**config.mk**
```make
export PLATFORM = sky130hd
export DESIGN_NAME = hexDisplay
export DESIGN_NICKNAME = d
export VERILOG_FILES = /design/src/source/busPkg.sv /design/src/source/hexDisplay.sv
export SDC_FILE = /design/constraint.sdc
export NUM_CORES = 1
export LEC_CHECK = 0
export BUFFER_PORTS_ARGS = -buffer_cell sky130_fd_sc_hd__buf_2
export CAP_MARGIN = 10
export CORE_MARGIN = 2
export CORE_UTILIZATION = 57
export DETAILED_ROUTE_END_ITERATION = 8
export PLACE_DENSITY = 0.85
export SYNTH_ARGS = -nofsm -noshare
export SYNTH_HDL_FRONTEND = slang
export SYNTH_SLANG_ARGS = --single-unit
```
**constraint.sdc**
```tcl
create_clock -name clk -period 5.2 [get_ports clk]
set_input_delay 0.26 -clock clk [delete_from_list [all_inputs] [get_ports clk]]
set_output_delay 0.26 -clock clk [all_outputs]
set_load 0.005 [all_outputs]
```
**src/source/busPkg.sv**
```systemverilog
// bus widths and memory map constants; RAM sits below hexBase and aliases above its own size
package busPkg;

    // CPU data word and byte address widths
    localparam int dataWidth = 16;
    localparam int addrWidth = 16;

    // memory map
    // 0x0000 - 0xff7f  word RAM, aliased above its size
    // 0xff80 - 0xff8f  seven-segment display latch
    // 0xff90 - 0xffff  16450-style UART, eight register offsets

    // first display address, everything below is RAM
    localparam logic [addrWidth-1:0] hexBase = 16'hff80;

    // first UART address, everything from here up is the UART
    localparam logic [addrWidth-1:0] uartBase = 16'hff90;

    // value returned for any read inside the display region,
    // the display latch itself is write only
    localparam logic [dataWidth-1:0] holeReadValue = 16'hcafe;

endpackage

```
**src/source/hexDisplay.sv**
```systemverilog
// display latch with four active-high seven-segment digits, segment a in bit 0 of each digit
`timescale 1ns/1ns

module hexDisplay (
    input  logic                         clk,
    input  logic                         reset,
    input  logic                         hexWrite,
    input  logic [busPkg::dataWidth-1:0] writeData,
    output logic [busPkg::dataWidth-1:0] hexValue,
    output logic [27:0]                  hexSegments
);

    // glyph for one nibble, bits gfedcba
    function automatic logic [6:0] glyph(input logic [3:0] nibble);
        case (nibble)
            4'h0: glyph = 7'h3f;
            4'h1: glyph = 7'h06;
            4'h2: glyph = 7'h5b;
            4'h3: glyph = 7'h4f;
            4'h4: glyph = 7'h66;
            4'h5: glyph = 7'h6d;
            4'h6: glyph = 7'h7d;
            4'h7: glyph = 7'h07;
            4'h8: glyph = 7'h7f;
            4'h9: glyph = 7'h6f;
            4'ha: glyph = 7'h77;
            4'hb: glyph = 7'h7c;
            4'hc: glyph = 7'h39;
            4'hd: glyph = 7'h5e;
            4'he: glyph = 7'h79;
            default: glyph = 7'h71;
        endcase
    endfunction

    always_ff @(posedge clk) begin
        if (reset) begin
            hexValue <= '0;
        end else if (hexWrite) begin
            hexValue <= writeData;
        end
    end

    // digit 0 shows the lowest nibble
    always_comb begin
        for (int digit = 0; digit < 4; digit++) begin
            hexSegments[digit*7 +: 7] = glyph(hexValue[digit*4 +: 4]);
        end
    end

endmodule

```
Word-level counts from Yosys, hierarchy flattened
Memories as Yosys holds them, arrays and structs flattened. A register that Yosys moved wholly into a read port is not among the register bits.
Index checks and enable logic that the tools add are counted.
{"block": "word_totals", "reg_bits": 16, "romBits": 448, "in_bits": 19, "out_inout_bits": 44, "elab_cells": 13, "memories": 4}
{"block": "classes", "muxes": 8}
{"name": "(name not given)", "words": 16, "width": 7, "rd": 1, "rd_clocked_by_memory_dff": 1, "wr": 0, "line_no": "hexDisplay.sv:15", "source": "case (nibble)"}
{"name": "(name not given)", "words": 16, "width": 7, "rd": 1, "rd_clocked_by_memory_dff": 1, "wr": 0, "line_no": "hexDisplay.sv:15"}
{"name": "(name not given)", "words": 16, "width": 7, "rd": 1, "rd_clocked_by_memory_dff": 1, "wr": 0, "line_no": "hexDisplay.sv:15"}
{"name": "(name not given)", "words": 16, "width": 7, "rd": 1, "rd_clocked_by_memory_dff": 1, "wr": 0, "line_no": "hexDisplay.sv:15"}
{"operator": "2-to-1 mux 4 bit", "n": 8}

Longest topological paths before layout
Gate-level depths: netlist (run 1).
{"block": "depth", "depth_word": 2, "depth_mapped": 11, "mapped_depth_nobuf": 7}

Least setup slack after synthesis (run 1)
OpenSTA, ideal clock, no wires.
{"block": "synth_path", "path_type": "input -> register", "startpoint": "in hexWrite", "endpoint": "reg hexSegments[24] (netlist name)", "setup_time_ns": 0.059, "t_arrival_ns": 1.966, "t_required_ns": 5.141, "path_slack_ns": 3.175, "cell_stages": 10, "n_path_buf": 4, "path_cell_list": "buf_6 -> buf_8 -> buf_4 -> buf_2 -> mux2i_1 -> nor2_1 -> ha_1 -> or3_1 -> o21ai_0 -> a22o_1"}
{"block": "synth_via", "elab_chain_len": 2}
{"item": "from (decl)", "line_no": "hexDisplay.sv:7", "source": "input logic hexWrite,"}
{"item": "2-to-1 mux 4 bit (no source line) (2 in a row)"}
Every way passes these cells.
A chain may end at the register's enable or synchronous reset.

Worst setup path after layout (run 1)
{"block": "layout_path", "startpoint": "in hexWrite", "endpoint": "reg hexSegments[4] (netlist name)"}
{"block": "layout_via", "elab_chain_len": 2}
{"item": "2-to-1 mux 4 bit (no source line) (2 in a row)"}
Every way passes these cells.

==> results of run 1 <==
[flip-flops by register name, summed over array words and instances, names as in the netlist]
name,cells
hexValue,16
hexSegments,28
[cell usage after synthesis (all sizes together)]
| cell type | count |
|---|---|
| nor4bb | 1 |
| o21ai | 10 |
| and3b | 1 |
| nor2 | 20 |
| mux2i | 14 |
| buf | 16 |
| or3b | 2 |
| a22oi | 3 |
| ha | 28 |
| dfxtp | 44 |
| a31oi | 5 |
| o22ai | 2 |
| and2 | 1 |
| a22o | 3 |
| inv | 27 |
| nor3b | 1 |
| or4b | 1 |
| nand2b | 2 |
| a21oi | 15 |
| nand3 | 3 |
| nor2b | 2 |
| a211oi | 1 |
| nand3b | 4 |
| o31ai | 2 |
| o21a | 1 |
| o41ai | 1 |
| a32oi | 11 |
| or2 | 8 |
| clkbuf | 2 |
| nor3 | 9 |
| nor4b | 1 |
| a32o | 2 |
| a2bb2oi | 2 |
| a221oi | 2 |
| nand2 | 18 |
| and3 | 2 |
| a211o | 2 |
| o31a | 1 |
| a21o | 2 |
| or3 | 4 |
[how the worst min path moves through the flow]
stage	to	depth (start not counted)
6_report	hexValue[1]	3
5_1_grt	hexValue[13]	3
4_1_cts	hexValue[5]	3
3_5_place_dp	hexValue[5]	2
3_3_place_gp	hexValue[5]	2
2_1_floorplan	hexValue[13]	2
[power breakdown]
part	switching, mW	internal, mW
logic	0.0836	0.0669
registers	0.0103	0.366
clock network	0.117	0.170
[metal layers]
metal	share of wire, %	routed length (µm)	vias to the layer above
li1	-	-	1067
met1	45	2280	969
met2	47	2380	75
met3	6.1	305	4
met4	1.1	53	0
met5	0	0	-
[cell type report]
class | instances | area, µm² | area share (%)
multi-input combinational | 187 | 1400 | 48.6
inverter | 27 | 101 | 3.51
sequential | 44 | 881 | 30.5
clock inverter | 1 | 30.0 | 1.04
timing repair buffer | 62 | 310 | 10.8
clock buffer | 7 | 96.3 | 3.34
tap | 52 | 65.1 | 2.25
[through the flow]
step | std cells | setup WS [ns] | cell area [µm²] | power (mW)
after global routing | 380 | 2.92 | 2890 | 0.852
final | 380 | 3.13 | 2890 | 0.813
after global placement | 372 | 2.91 | 2760 | 0.530
after CTS | 380 | 3.17 | 2890 | 0.822
after floorplan | 276 | 3.18 | 2500 | 0.484
after detailed placement | 372 | 2.86 | 2760 | 0.534
[kinds of logic (layout without fill, tap and decap cells)]
group	count (synthesis)	in the layout	synth area share [%]
and+or+nand+nor	80	80	16.9
AOI/OAI and AO/OA	65	65	19.5
buffers and inverters	45	97	8.57
muxes	14	14	5.61
adders and majority gates	28	28	14.0
DFF	44	44	35.3
[critical path: stages]
cell and delay (ns):
buf_2 0.59, mux2i_1 0.19, nor2_1 0.32, inv_1 0.17, ha_1 0.27, a211o_1 0.27
a22oi_1 0.19
==> summary.txt, run 1 <==
status - completed
Startpoint Class - input pin
Core ar. - 4290 µm²
grt peak-use layer - met2
post-layout min period - 2.07 ns
commonest non-fill, non-tap cells in the layout - 62 x buf_2, 44 x dfxtp_1, 28 x ha_1
Via density - 5.57
Data arrival, critical path - 2.27 ns
Fin Setup TNS - 0 ns
post-cts sizing count - 0
I/O pins - 63
max-slew violations - 0
TritonCTS clock tree - yes
synthesized cell area - 2500 µm²
yosys warns - 0
synth top area cells - dfxtp_1 35%, ha_1 14%, mux2i_1 5.6%, a32oi_1 3.9%, inv_1 3.2%
Die Footprint - 4920 µm²
met3 Usage GRT - 4.91%
slew of the pin with the lowest slew margin - 0.825 ns
Syn Nets - 323
vias - 2115
clock sink count - 44
Min-Delay Path Class - in -> reg
post-synthesis register bit count - 44
PortBufs - 62
WP data required - 5.40 ns
vias in the first global route - 1917
1st-pass router iterations - 4
Max-Cap Viols - 0
Final Cycle Share - 39.8%
clock root cell - clkbuf_8
initial antenna violation count - 0
VDD IR max - 193 µV
critical path startpoint - hexWrite
Rel. slew slack - 45.0%
count of final setup violators - 0
Post-CTS Setup Bufs - 0
Critical R2R Capture - hexSegments[4]
# fillers - 374
Cells after Synth - 276
grt total ovfl - 0
hold_ws - 0.236 ns
total number of H-tree levels - 2
Final Hold Violating Endpoints - 0
post-synthesis sequential area ratio - 35.3%
Post-Syn Area per Cell - 9.04 µm²
Initial Util - 58.1%
pin count of the biggest net entering global routing - 53
first-pass GRT wire length - 8430 µm
DIE HEIGHT - 70.2 µm
WL final - 5020 µm
endpoint type of the worst setup path - register
NumNets Final - 374
clock tree buffer depth - 2
Iter 0 DRT Violations - 166
RD Place Congestion - 0.953
CTS Hold Bufs - 0
leak pwr - 1.36 nW
post-DR wirelength/cell - 13.2 µm
grt met1 use - 26.9%
ANT cells - 0
crit path to - hexSegments[4]
share of layout cells above drive strength 1 - 26.5%
post-route ant nets - 0
standard-cell rows - 24
CP Class - in -> reg
Max Clk Rate - 483 MHz
HP Start - writeData[1]
Skew-Pair Late Insertion Delay - 0.29 ns
TritonCTS buffer count - 5
synth unique cells - 51
RSZ-0062 raised after global routing - no
Post-DP HPWL - 3720 µm
pwr/cell area - 282 nW/µm²
reg2reg path depth - 6
Global Route Usage Sum - 21.2%
P&R area growth vs syn - 15.6%
die extent in x - 70.2 µm
proportion of netlist area held by the largest area contributor - 35.3%
commonest non-fill, non-tap cell in the layout - buf_2
worst-path maximum fanout - 41
skew final - 0.0101 ns
met2 usage - 34.7%
start of the worst register-to-register path - hexValue[1]
Synth area leader - dfxtp_1
DRC errors left - 0
final core occ - 67.2%
clock edge transition at the registers on the reported setup and hold paths - 0.08 ns
R2R Setup Slk - 3.46 ns
(Power assumes the default switching activity.)
==> run 2: changes to the inputs <==
--- a/config.mk
+++ b/config.mk
@@ -8,9 +8,9 @@
 export BUFFER_PORTS_ARGS = -buffer_cell sky130_fd_sc_hd__buf_2
 export CAP_MARGIN = 10
 export CORE_MARGIN = 2
-export CORE_UTILIZATION = 57
+export CORE_UTILIZATION = 53
 export DETAILED_ROUTE_END_ITERATION = 8
-export PLACE_DENSITY = 0.85
+export PLACE_DENSITY = 0.8
 export SYNTH_ARGS = -nofsm -noshare
 export SYNTH_HDL_FRONTEND = slang
 export SYNTH_SLANG_ARGS = --single-unit
==> constraint.sdc (replaced) <==
create_clock -name clk -period 2.09 [get_ports clk]
set_input_delay 0.1045 -clock clk [delete_from_list [all_inputs] [get_ports clk]]
set_output_delay 0.1045 -clock clk [all_outputs]
set_load 0.005 [all_outputs]
==> run 2 against run 1 <==
Against the previous run: worst hold slack worse by 0.16 ns; first-iteration DRC count down 20%; die area is 7.1% higher; routed wire length increased by 5.6%; design area about the same; non-clock buffer count increased by 5; clock power increased by 91%; global-route usage grew 0.30 points; count of clock-buffer cells in the layout is 1 higher; cell count rose by 1.3%; register-to-register slack got worse by 3.1 ns; largest cell class unchanged; highest routed layer unchanged.
==> summary.txt, run 2 (synthesis gave the netlist of run 1 again) <==
placed cells - 377 (was 372)
CP max-delay cell - dfxtp_1 (was buf_2)
P&R area growth vs syn - 15.6% (about the same)
critical path startpoint - hexValue[5] (was hexWrite)
VDD IR max - 340 µV (was 193 µV)
slew of the pin with the lowest slew margin - 0.533 ns (was 0.825 ns)
1st-pass router iterations - 4 (unchanged)
post-cts sizing count - 0 (unchanged)
grt total ovfl - 0 (unchanged)
status - completed (unchanged)
start of the worst register-to-register path - hexValue[5] (was hexValue[1])
vias in the first global route - 2037 (was 1917)
RD Place Congestion - 0.975 (was 0.953)
WP data required - 2.31 ns (was 5.40 ns)
RSZ-0062 raised after global routing - no (unchanged)
Max stage delay on crit path - 0.35 ns (was 0.59 ns)
DRC errors left - 0 (unchanged)
PortBufs - 62 (unchanged)
R2R Setup Slk - 0.39 ns (was 3.46 ns)
Core ar. - 4440 µm² (was 4290 µm²)
post-DR wirelength/cell - 13.8 µm (was 13.2 µm)
max FFs per register - 28 (unchanged)
Flop pwr share - 50.1% (was 46.2%)
CP bufs+invs - 1 (was 2)
Critical R2R Capture - hexSegments[11] (was hexSegments[4])
reg2reg path depth - 6 (unchanged)
skew final - 0.00279 ns (was 0.0101 ns)
commonest non-fill, non-tap cells in the layout - 62 x buf_2, 44 x dfxtp_1, 28 x ha_1 (unchanged)
TritonCTS clock tree - yes (unchanged)
CP delay by family, top - compound AO/OA/AOI/OAI gates (was buffers and inverters)
CP Class - reg -> reg (was in -> reg)
Post-DP HPWL - 3980 µm (was 3720 µm)
Non-Filler Instances - 385 (was 380)
WL final - 5300 µm (was 5020 µm)
clock sink count - 44 (unchanged)
clock network power share - 29.3% (was 35.3%)
vias - 2138 (was 2115)
TritonCTS buffer count - 5 (unchanged)
endpoint type of the worst setup path - register (unchanged)
commonest non-fill, non-tap cell in the layout - buf_2 (unchanged)
I/O pins - 63 (unchanged)
Post-CTS Setup Bufs - 0 (unchanged)
sw power - 0.516 mW (was 0.211 mW)
clock root cell - clkbuf_8 (unchanged)
Rel. slew slack - 64.5% (was 45.0%)
pwr/cell area - 647 nW/µm² (was 282 nW/µm²)
Global Route Usage Sum - 21.5% (was 21.2%)
Final Cycle Share - 81.2%
CP Cell Sequence - mux2i_1 > nor2_1 > inv_1 > ha_1 > a211o_1 > a21oi_1 (was buf_2 > mux2i_1 > nor2_1 > inv_1 > ha_1 > a211o_1 > a22oi_1)
pin count of the biggest net entering global routing - 31 (was 53)
Min-Delay Path Class - in -> reg (unchanged)
first-pass GRT wire length - 8970 µm (was 8430 µm)
Iter 0 DRT Violations - 133 (was 166)
CTS Hold Bufs - 0 (unchanged)
switching part of the total - 27.6% (was 25.9%)
post-route ant nets - 0 (unchanged)
worst-path maximum fanout - 5 (was 41)
NumNets Final - 379 (was 374)
share of layout cells above drive strength 1 - 27.0% (was 26.5%)
post-layout min period - 1.70 ns
die extent in x - 72.6 µm (was 70.2 µm)
initial antenna violation count - 0 (unchanged)
Max Clk Rate - 590 MHz
count of final setup violators - 0 (unchanged)
clock edge transition at the registers on the reported setup and hold paths - 0.08 ns (about the same)
ANT cells - 0 (unchanged)
Final Hold Violating Endpoints - 0 (unchanged)
crit path to - hexSegments[11] (was hexSegments[4])
leak pwr - 1.37 nW (was 1.36 nW)
Comb power frac - 20.6% (was 18.5%)
Initial Util - 56.2% (was 58.1%)
Levels on crit path - 6 (was 7)
internal power - 1.35 mW (was 0.602 mW)
Die Footprint - 5270 µm² (was 4920 µm²)
standard-cell rows - 24 (unchanged)
clock tree buffer depth - 2 (unchanged)
max-slew violations - 0 (unchanged)
total number of H-tree levels - 2 (unchanged)
Skew-Pair Late Insertion Delay - 0.29 ns (about the same)
Data arrival, critical path - 1.92 ns (was 2.27 ns)
Startpoint Class - register (was input pin)
Via density - 5.55 (was 5.57)
Fin Setup TNS - 0 ns (unchanged)
Max-Cap Viols - 0 (unchanged)
DIE HEIGHT - 72.6 µm (was 70.2 µm)
run 2: cell types whose count changed in the layout (fill, tap and decap cells not counted):
cell,previous run,this run
clkbuf_1,0,2
buf_4,0,5
bufinv_16,1,0
clkbuf_8,7,6
run 2: power groups by stage:
stage,clock [mW],combinational (mW),sequential [mW]
finish,0.547,0.384,0.936
global route,0.602,0.433,0.944
global placement,0,0.372,0.955
CTS,0.564,0.383,0.937
floorplan,0,0.239,0.966
detailed placement,0,0.381,0.957
run 2: worst min-delay path by stage:
| stage | from | endpoint | slack [ns] | depth (start not counted) |
|---|---|---|---|---|
| after global placement | writeData[9] | hexValue[9] | 0.38 | 3 |
| after detailed placement | writeData[1] | hexValue[1] | 0.39 | 3 |
| after CTS | writeData[5] | hexValue[5] | 0.07 | 3 |
| after global routing | writeData[1] | hexValue[1] | 0.09 | 3 |
| after floorplan | writeData[13] | hexValue[13] | 0.27 | 2 |
| final | writeData[5] | hexValue[5] | 0.08 | 3 |
run 2: stage by stage:
stage                     hold WS (ns)  cell area, µm²  setup slack (ns)  utilization [%]  power, mW
after floorplan                  0.272            2500             0.221                -       1.20
after global placement           0.378            2800             0.192             62.9       1.33
after detailed placement         0.387            2800             0.130             62.9       1.34
after CTS                       0.0716            2890             0.419             64.9       1.88
after global routing            0.0908            2890             0.249             64.9       1.98
final                           0.0765            2890             0.394             64.9       1.87
run 2: layout make-up:
cell class	instances	area, µm²
tap	52	65.1
fill	392	1560
sequential	44	881
multi-input combinational	187	1400
inverter	27	101
clock buffer	8	90.1
timing repair buffer	67	348
run 2: tightest hold or removal path, delay by kind of cell:
kind / cells / cell delay, ns
buffers and inverters: 1 / 0.08
muxes: 1 / 0.07
and+or+nand+nor: 1 / 0.08
run 2: layer usage:
| layer | global-route usage, % | wire length (µm) |
|---|---|---|
| met1 | 27.0 | 2420 |
| met2 | 35.9 | 2520 |
| met3 | 4.97 | 308 |
| met4 | 7.82 | 56 |
| met5 | 0 | 0 |
==> run 3: changes to the inputs <==
==> constraint.sdc (replaced) <==
create_clock -name clk -period 1.6 [get_ports clk]
set_input_delay 0.08 -clock clk [delete_from_list [all_inputs] [get_ports clk]]
set_output_delay 0.08 -clock clk [all_outputs]
set_load 0.005 [all_outputs]
==> run 3 against run 2 <==
Against the previous run: combinational power is 51% higher; non-clock buffer count is 30 higher; flip-flop and latch count stayed put; highest routed layer unchanged.
==> summary.txt, run 3 (synthesis gave the netlist of run 1 again) <==
status - completed (unchanged)
Post-DP Area - 3070 µm² (was 2800 µm²)
Fin Setup TNS - 0 ns (unchanged)
CP delay by family, top - simple AND/OR/NAND/NOR gates (was compound AO/OA/AOI/OAI gates)
post-layout min period - 1.54 ns (was 1.70 ns)
clock sink count - 44 (unchanged)
max-slew violations - 0 (unchanged)
clock edge transition at the registers on the reported setup and hold paths - 0.08 ns (about the same)
leak pwr - 1.51 nW (was 1.37 nW)
PortBufs - 62 (unchanged)
Max-Cap Viols - 0 (unchanged)
standard-cell rows - 24 (unchanged)
DRC errors left - 0 (unchanged)
TritonCTS buffer count - 5 (unchanged)
VDD IR max - 571 µV (was 340 µV)
endpoint type of the worst setup path - register (unchanged)
hold_ws - 0.0695 ns (was 0.0765 ns)
pin count of the biggest net entering global routing - 28 (was 31)
Global Route Usage Sum - 21.4% (was 21.5%)
I/O pins - 63 (unchanged)
vias - 2268 (was 2138)
worst-path maximum fanout - 3 (was 5)
CP Cell Sequence - mux2i_1 > nor2_2 > ha_1 > or3_1 > o21a_1 > o22ai_1 (was mux2i_1 > nor2_1 > inv_1 > ha_1 > a211o_1 > a21oi_1)
clock root cell - clkbuf_8 (unchanged)
commonest non-fill, non-tap cells in the layout - 62 x buf_2, 42 x dfxtp_1, 34 x buf_4 (was 62 x buf_2, 44 x dfxtp_1, 28 x ha_1)
skew final - 0.00345 ns (was 0.00279 ns)
clock tree buffer depth - 2 (unchanged)
RSZ-0062 raised after global routing - yes (was no)
Data arrival, critical path - 1.75 ns (was 1.92 ns)
Via density - 5.47 (was 5.55)
WL final - 5580 µm (was 5300 µm)
Final Hold Violating Endpoints - 0 (unchanged)
slew of the pin with the lowest slew margin - 0.377 ns (was 0.533 ns)
CP bufs+invs - 0 (was 1)
Flop pwr share - 48.7% (was 50.1%)
WP data required - 1.81 ns (was 2.31 ns)
CP Class - reg -> reg (unchanged)
grt total ovfl - 0 (unchanged)
pwr/cell area - 792 nW/µm² (was 647 nW/µm²)
initial antenna violation count - 0 (unchanged)
Post-DP HPWL - 4330 µm (was 3980 µm)
Max stage delay on crit path - 0.37 ns (was 0.35 ns)
switching part of the total - 27.4% (was 27.6%)
ANT cells - 0 (unchanged)
internal power - 1.82 mW (was 1.35 mW)
Max Clk Rate - 650 MHz (was 590 MHz)
vias in the first global route - 2053 (was 2037)
commonest non-fill, non-tap cell in the layout - buf_2 (unchanged)
clock network power share - 28.3% (was 29.3%)
Rel. slew slack - 74.5% (was 64.5%)
RD Place Congestion - 0.869 (was 0.975)
Startpoint Class - register (unchanged)
CTS Hold Bufs - 0 (unchanged)
sw power - 0.690 mW (was 0.516 mW)
CP max-delay cell - or3_1 (was dfxtp_1)
count of final setup violators - 0 (unchanged)
Core ar. - 4440 µm² (unchanged)
share of layout cells above drive strength 1 - 37.2% (was 27.0%)
max FFs per register - 28 (unchanged)
Initial Util - 56.2% (unchanged)
R2R Setup Slk - 0.06 ns (was 0.39 ns)
die extent in x - 72.6 µm (unchanged)
Skew-Pair Late Insertion Delay - 0.29 ns (about the same)
1st-pass router iterations - 4 (unchanged)
P&R area growth vs syn - 27.1% (was 15.6%)
Comb power frac - 23.0% (was 20.6%)
Final Cycle Share - 96.2% (was 81.2%)
DIE HEIGHT - 72.6 µm (unchanged)
final core occ - 71.4% (was 64.9%)
Min-Delay Path Class - in -> reg (unchanged)
TritonCTS clock tree - yes (unchanged)
post-route ant nets - 0 (unchanged)
Die Footprint - 5270 µm² (unchanged)
first-pass GRT wire length - 9050 µm (was 8970 µm)
NumNets Final - 409 (was 379)
post-DR wirelength/cell - 13.4 µm (was 13.8 µm)
total number of H-tree levels - 2 (unchanged)
Finished Cell Area - 3170 µm² (was 2890 µm²)
Iter 0 DRT Violations - 115 (was 133)
total power draw - 2.51 mW (was 1.87 mW)
# fillers - 342 (was 392)
==> run 3: metal layers <==
metal	up-vias	share of wire [%]	track usage [%]
li1	1135	-	-
met1	1063	47	27.0
met2	63	48	36.7
met3	7	4.5	4.56
met4	0	1.0	6.38
met5	-	0	0
==> run 3: metrics by stage <==
stage               setup slack (ns)  instances
global route                -0.00994        415
CTS                           0.0574        415
global placement             -0.0319        407
floorplan                    -0.0772        276
finish                        0.0608        415
detailed placement            -0.101        407
==> run 3: layout make-up <==
type / instances / area [µm²] / area share, %
clock buffers: 8 / 90.1 / 2.84
inverters: 27 / 101 / 3.19
multi-input cells: 187 / 1450 / 45.6
flip-flops and latches: 44 / 883 / 27.8
well taps: 52 / 65.1 / 2.05
repair buffers: 97 / 586 / 18.5
==> run 3: what timing repair did <==
item	CTS	global route
buffers inserted	0	0
setup endpoints to repair	0	5
gates resized for setup	0	6
==> run 3: path summary, 6_finish.rpt <==
check	start	to	cells after the start
min reg2reg	hexValue[13]	hexValue[13]	2
max	hexValue[1]	hexSegments[3]	6
max reg2reg	hexValue[1]	hexSegments[3]	6
min	writeData[1]	hexValue[1]	3
==> run 3: power by group through the flow <==
| stage | clock network [mW] | logic [mW] | registers (mW) |
|---|---|---|---|
| 6_report | 0.711 | 0.578 | 1.22 |
| 5_1_grt | 0.775 | 0.640 | 1.23 |
| 4_1_cts | 0.731 | 0.575 | 1.22 |
| 3_5_place_dp | 0 | 0.572 | 1.25 |
| 3_3_place_gp | 0 | 0.558 | 1.25 |
| 2_1_floorplan | 0 | 0.328 | 1.26 |
==> run 3: worst register-to-register path, stage by stage (launching register included) <==
cell     delay [ns]
dfxtp_1        0.32
mux2i_1        0.19
nor2_2         0.08
ha_1           0.22
or3_1          0.37
o21a_1         0.12
o22ai_1        0.16
